$ cat src/verilog/dcache_pkg.sv
// Default cache geometry; LINES and LINE_W must stay powers of two and match what the top level passes down
package dcache_pkg;

    //////////////////////////////
    // Geometry defaults

    localparam int WAYS = 2;
    localparam int LINES = 32;
    localparam int LINE_W = 4;
    localparam logic [31:0] UNCACHED_BASE = 32'h8000_0000;

    // Address fields from the top are tag, index, word in line and byte
    localparam int LINE_ADDR_W = $clog2(LINES);
    localparam int SUB_LINE_W = $clog2(LINE_W);
    localparam int TAG_W = 32 - LINE_ADDR_W - SUB_LINE_W - 2;

    //////////////////////////////
    // State and opcode encodings

    typedef enum logic [1:0] {
        LOAD_IDLE,
        LOAD_HIT_CHECK,
        LOAD_MEM_REQUEST,
        LOAD_FILL
    } load_state_t;

    typedef enum logic {
        STORE_IDLE,
        STORE_MEM_REQUEST
    } store_state_t;

    // Request currently driven on the memory port
    typedef enum logic [1:0] {
        MEM_LINE_READ,
        MEM_WORD_READ,
        MEM_WORD_WRITE
    } mem_op_t;

endpackage

$ cat src/verilog/dcache_ifs.sv
// Internal stage and lookup bundles; lookup_if must be built with the same WAYS as the cache
`timescale 1ns/1ps

// Stage-2 load and store registers plus forwarding bytes
interface ls_stage_if;
    logic load_request;
    logic load_check;
    logic [31:0] load_addr_r;
    logic load_uncached_r;
    logic store_request;
    logic [31:0] store_addr_r;
    logic [3:0] store_be_r;
    logic [31:0] store_data_r;
    logic store_uncached_r;
    logic [3:0] fwd_be;
    logic [31:0] fwd_data;

    modport decode (
        output load_request, load_check, load_addr_r, load_uncached_r,
        output store_request, store_addr_r, store_be_r, store_data_r, store_uncached_r,
        output fwd_be, fwd_data
    );
    modport exec (
        input load_request, load_check, load_addr_r, load_uncached_r,
        input store_request, store_addr_r, store_be_r, store_data_r, store_uncached_r
    );
    modport result (
        input fwd_be, fwd_data
    );
endinterface


$ cat src/verilog/ls_decode.sv
// One request per cycle; load and store must not be requested in the same cycle
`timescale 1ns/1ps

module ls_decode #(
    parameter logic [31:0] UNCACHED_BASE = dcache_pkg::UNCACHED_BASE
) (
    input logic clk,
    input logic rst,
    input logic load_request,
    input logic store_request,
    input logic [31:0] load_addr,
    input logic [31:0] store_addr,
    input logic [3:0] store_be,
    input logic [31:0] store_data,
    input logic store_pending,
    ls_stage_if.decode stage
);

    logic load_uncached;
    logic store_uncached;
    logic collision;

    assign load_uncached = (load_addr >= UNCACHED_BASE);
    assign store_uncached = (store_addr >= UNCACHED_BASE);

    // Same word as a store still waiting on the memory port
    assign collision = store_pending & (stage.store_addr_r[31:2] == load_addr[31:2]);

    assign stage.load_request = load_request;
    assign stage.store_request = store_request;

    always_ff @(posedge clk) begin
        if (rst) begin
            stage.load_check <= 1'b0;
        end else begin
            stage.load_check <= load_request & ~load_uncached;
        end
    end

    //////////////////////////////
    // Stage-2 registers

    always_ff @(posedge clk) begin
        if (load_request) begin
            stage.load_addr_r <= load_addr;
            stage.load_uncached_r <= load_uncached;
            stage.fwd_be <= {4{collision}} & stage.store_be_r;
            stage.fwd_data <= stage.store_data_r;
        end
    end

    always_ff @(posedge clk) begin
        if (store_request) begin
            stage.store_addr_r <= store_addr;
            stage.store_be_r <= store_be;
            stage.store_data_r <= store_data;
            stage.store_uncached_r <= store_uncached;
        end
    end

endmodule
$ cat src/flat_wrapper.sv
// flat-port wrapper written by rule: the top's interface ports become plain ports
module ls_decode_flat 
#(
    parameter logic [31:0] UNCACHED_BASE = dcache_pkg::UNCACHED_BASE
)
  (clk, rst, load_request, store_request, load_addr, store_addr, store_be, store_data, store_pending, stage_load_request, stage_load_check, stage_load_addr_r, stage_load_uncached_r, stage_store_request, stage_store_addr_r, stage_store_be_r, stage_store_data_r, stage_store_uncached_r, stage_fwd_be, stage_fwd_data);
  ls_stage_if stage_i ();
  input logic clk;
  input logic rst;
  input logic load_request;
  input logic store_request;
  input logic [31:0] load_addr;
  input logic [31:0] store_addr;
  input logic [3:0] store_be;
  input logic [31:0] store_data;
  input logic store_pending;
  output wire logic [$bits(stage_i.load_request)-1:0] stage_load_request;
  output wire logic [$bits(stage_i.load_check)-1:0] stage_load_check;
  output wire logic [$bits(stage_i.load_addr_r)-1:0] stage_load_addr_r;
  output wire logic [$bits(stage_i.load_uncached_r)-1:0] stage_load_uncached_r;
  output wire logic [$bits(stage_i.store_request)-1:0] stage_store_request;
  output wire logic [$bits(stage_i.store_addr_r)-1:0] stage_store_addr_r;
  output wire logic [$bits(stage_i.store_be_r)-1:0] stage_store_be_r;
  output wire logic [$bits(stage_i.store_data_r)-1:0] stage_store_data_r;
  output wire logic [$bits(stage_i.store_uncached_r)-1:0] stage_store_uncached_r;
  output wire logic [$bits(stage_i.fwd_be)-1:0] stage_fwd_be;
  output wire logic [$bits(stage_i.fwd_data)-1:0] stage_fwd_data;
  assign stage_load_request = stage_i.load_request;
  assign stage_load_check = stage_i.load_check;
  assign stage_load_addr_r = stage_i.load_addr_r;
  assign stage_load_uncached_r = stage_i.load_uncached_r;
  assign stage_store_request = stage_i.store_request;
  assign stage_store_addr_r = stage_i.store_addr_r;
  assign stage_store_be_r = stage_i.store_be_r;
  assign stage_store_data_r = stage_i.store_data_r;
  assign stage_store_uncached_r = stage_i.store_uncached_r;
  assign stage_fwd_be = stage_i.fwd_be;
  assign stage_fwd_data = stage_i.fwd_data;
  ls_decode #(.UNCACHED_BASE(UNCACHED_BASE)) u_core (.clk(clk), .rst(rst), .load_request(load_request), .store_request(store_request), .load_addr(load_addr), .store_addr(store_addr), .store_be(store_be), .store_data(store_data), .store_pending(store_pending), .stage(stage_i));
endmodule
$ cat config.mk
export PLATFORM = sky130hd
export DESIGN_NAME = ls_decode_flat
export DESIGN_NICKNAME = d
export VERILOG_FILES = /design/src/verilog/dcache_pkg.sv /design/src/verilog/dcache_ifs.sv /design/src/verilog/ls_decode.sv /design/src/flat_wrapper.sv
export SDC_FILE = /design/constraint.sdc
export NUM_CORES = 1
export LEC_CHECK = 0
export ABC_AREA = 1
export BUFFER_PORTS_ARGS = -buffer_cell sky130_fd_sc_hd__buf_2
export CAP_MARGIN = 10
export CORE_ASPECT_RATIO = 0.75
export CORE_MARGIN = 2
export CORE_UTILIZATION = 49
export CTS_CLUSTER_DIAMETER = 100
export DETAILED_ROUTE_END_ITERATION = 8
export MAX_ROUTING_LAYER = met4
export PLACE_DENSITY_LB_ADDON = 0.25
export SLEW_MARGIN = 20
export SYNTH_ARGS = -nofsm -noshare
export SYNTH_HDL_FRONTEND = slang
export SYNTH_SLANG_ARGS = --single-unit
export TNS_END_PERCENT = 20
$ cat constraint.sdc
create_clock -name clk -period 2.6 [get_ports clk]
set_input_delay 0.52 -clock clk [delete_from_list [all_inputs] [get_ports clk]]
set_output_delay 0.52 -clock clk [all_outputs]
set_load 0.02 [all_outputs]
==> Word level (Yosys, flattened, before mapping) <==
Index checks and enable logic that the tools add are counted.
{ "classes": {"n_lt_le_gt_ge": 2, "eq_ne": 1, "bitwise_logic": 4} }
{ "ops": {"columns": ["op", "n"], "rows": [
  ["32-bit >= comparator, second input constant", 2],
  ["30-bit equality test", 1],
  ["4-bit bitwise AND", 1],
  ["1-bit bitwise AND", 2],
  ["1-bit inverter", 1]
]} }
{ "totals": {"ff_bits": 139, "inputBits": 105, "out_inout_bits": 141, "elab_cells": 16} }

==> Logic depth before layout (Yosys ltp) <==
{ "logic_depth": {"word_depth": 3, "depth_mapped": 10, "mapped_depth_nobuf": 10} }

==> Worst setup path after synthesis <==
Ideal clock, no wire load.
{ "synth_path": {"path_type": "input to register", "start": "in load_addr[15]", "end": "reg u_core.stage.fwd_be[0] (data pin)", "setup_time_ps": 138, "arrival_ps": 1116, "required_time_ps": 2462, "setup_slack_ps": 1346, "cell_stages": 9, "path_buffers": 0, "path_cell_list": "inv_1 > nor2_1 > nor2_1 > nand2_1 > nor2_1 > nand2_1 > nor2_1 > nand2_2 > nor2_1"} }
{ "synth_via": {"elab_chain_cells": 3} }
{ "synth_lines": {"columns": ["item", "line", "text"], "rows": [
  ["start: declaration", "flat_wrapper.sv:12", "input logic [31:0] load_addr;"],
  ["30-bit equality test", "ls_decode.sv:27", "assign collision = store_pending & (stage.store_addr_r[31:2] == load_addr[31:2]);"],
  ["1-bit bitwise AND", "ls_decode.sv:27", null],
  ["4-bit bitwise AND", "ls_decode.sv:47", "stage.fwd_be <= {4{collision}} & stage.store_be_r;"],
  ["end signal: assignment", "ls_decode.sv:47", null],
  ["end: declaration", "dcache_ifs.sv:21", "output fwd_be, fwd_data"]
]} }
Every way passes these cells.
A chain may end at the register's enable or synchronous reset.

==> Final worst setup path <==
{ "layout_path": {"start": "in store_request", "end": "out stage_store_request"} }
{ "layout_rtl": {"columns": ["item", "line", "text"], "rows": [
  ["start: declaration", "flat_wrapper.sv:11", "input logic store_request;"],
  ["end: declaration", "flat_wrapper.sv:21", "output wire logic [$bits(stage_i.store_request)-1:0] stage_store_request;"]
]} }
No word-level cell between the ends.

==> metrics.yaml <==
outcome: "completed"
grt_pass1_vias: 3264
io_pins: 246
cts_sinks: 139
num_rows: 31
r2r_cells: 9
required_ps: 2080
htree_levels: 4
n_antenna_cell: 0
yosys_warnings: 0
slowest_stage: "buf_4"
synth_area_leaders: "edfxtp_1 86%, nand2_1 5.7%, inv_1 4.0%"
p_leak_nw: 3.138
fin_skew_ps: 8.241
setup_slack_ps: 941.2
n_fill_cell: 684
cts_buffer_depth: 2
die_area_um2: 10690
fmax_ghz: 0.6029
area_delta_synth_final_pct: 40.66
synth_fp_nets: 405
fin_area_um2: 6800
total_power_mw: 5.587
pre_cts_slack_ps: 918.4
hold_slack_ps: 281.7
critPathKind: "input pin to output pin"
dpl.cell_count: 676
cpPeakStageDelay_ps: 360
cp_max_fo: 33
hold_class: "input pin to flip-flop"
drtAntennaViolNets: 0
grt_max_degree: 48
finalHoldViolCount: 0
routed_wl_mm: 10.52
initial_utilization_pct: 50.26
dieHeight_um: 90.03
final_common_cell: "buf_2"
setup_viol_count_final: 0
worst_slew_margin_rel_pct: 60.29
cp.depth: 2
hpwl_mm: 7.756
cp.arrival_ps: 1140
post_cts_resized: 0
worst_pin_slew_ps: 595.7
fin_cells: 707
dr.first_iter.drc_count: 180
numCtsBuffers: 17
grt_pass1_wl_mm: 16.27
firstDrtPassIters: 5
core-area_um2: 9619
synth-seq-area-share_pct: 86.13
rsz0062_at_grt: "false"
tns_ps: 0
cts-root-buf: "clkbuf_16"
synth_top_area_cell: "edfxtp_1"
placed_cell_area_um2: 6241
wl_per_cell_um: 14.88
syn_area_um2: 4835
cap_violations: 0
vias: 3181
crit_path_end_kind: "output pin"
die_w_um: 118.7
drv_slew: 0
final_util_pct: 70.69
grt.overflow.total: 0
period_minus_slack_ps: 1659
max-vdd-ir-drop_mv: 0.5981
globalplace.congestion: 0.8152
cellPowerDensity_nw_per_um2: 821.6
postCtsHoldBufs: 0
fin_nets: 668
vias_per_cell: 4.499
critPathBufInv: 2
drcViolationCount: 0
synth_cell_types: 14
multi_input_area_um2: 445.4
synth_area_per_cell_um2: 16.12
synth.ff_latch_count: 139
cp-start-kind: "input pin"
postCtsSetupBuffers: 0
cts_tree: "done"
track_usage_pct: 20.80
port_buffers: 245
grt_antenna_before_repair: 0
worstHoldPathCells: 2
clk_pin_slew_worst_paths_ps: 50
crit_family: "buffers and inverters"
most-common-layout-cells: "244 x buf_2, 138 x edfxtp_1, 73 x nand2_1"
drive_above_1_share_pct: 48.52
syn_inst: 300
synth.top_cell.area_share_pct: 85.71
final.period_utilization_pct: 63.80
clk_latency_ps: 400
seqCellArea_um2: 4164
crit_path_cell_trace: "buf_4 -> buf_2"
==> Yosys cell counts <==
master	instances
edfxtp_1	138
nand2_1	73
inv_1	52
nor2_1	16
xnor2_1	9
buf_4	2
clkbuf_1	2
inv_2	2
dfxtp_1	1
nand2_2	1
nand3_1	1
nand4_1	1
nor2_2	1
xor2_1	1
==> registers in the layout (all words and copies together) (netlist names) <==
name and flops:
u_core.stage.fwd_be 4, u_core.stage.load_check 1, u_core.stage.load_addr_r 32, u_core.stage.store_data_r 32, u_core.stage.fwd_data 32, u_core.stage.load_uncached_r 1
u_core.stage.store_be_r 4, u_core.stage.store_addr_r 32, u_core.stage.store_uncached_r 1
==> kinds of logic after synthesis <==
logic type    synth area share [%]
xor+xnor                     1.812
flops                        86.13
simple gates                 7.402
buf+inv                      4.658
==> per-layer routing <==
| layer | GRT usage, % | up-vias | part of all wire (%) |
|---|---|---|---|
| met5 | - | - | 0 |
| met4 | 6.647 | 0 | 0.86 |
| met3 | 6.536 | 8 | 8.2 |
| met2 | 34.67 | 145 | 52 |
| met1 | 24.23 | 1500 | 39 |
| li1 | - | 1528 | - |
==> report_power, final <==
| part | switching [mW] | internal, mW |
|---|---|---|
| sequential | 0.0653 | 2.66 |
| combinational | 0.396 | 0.206 |
| clock | 0.863 | 1.40 |
==> worst paths after layout <==
kind                                               startpoint                   endpoint  slack, ps
worst max-delay path                            store_request        stage_store_request        940
worst min-delay path                                      rst    u_core.stage.load_check        280
worst max register to register   u_core.stage.store_addr_r[2]     u_core.stage.fwd_be[1]       1230
worst min register to register  u_core.stage.store_data_r[17]  u_core.stage.fwd_data[17]        440
==> final cells by class <==
class / count / area share [%]
Inverter: 54 / 2.981
Clock inverter: 12 / 1.858
Timing Repair Buffer: 248 / 18.58
Clock buffer: 19 / 6.366
Tap cell: 132 / 2.429
Sequential cell: 139 / 61.23
Multi-Input combinational cell: 103 / 6.550
Note: power is estimated with default switching activity, not from simulation.
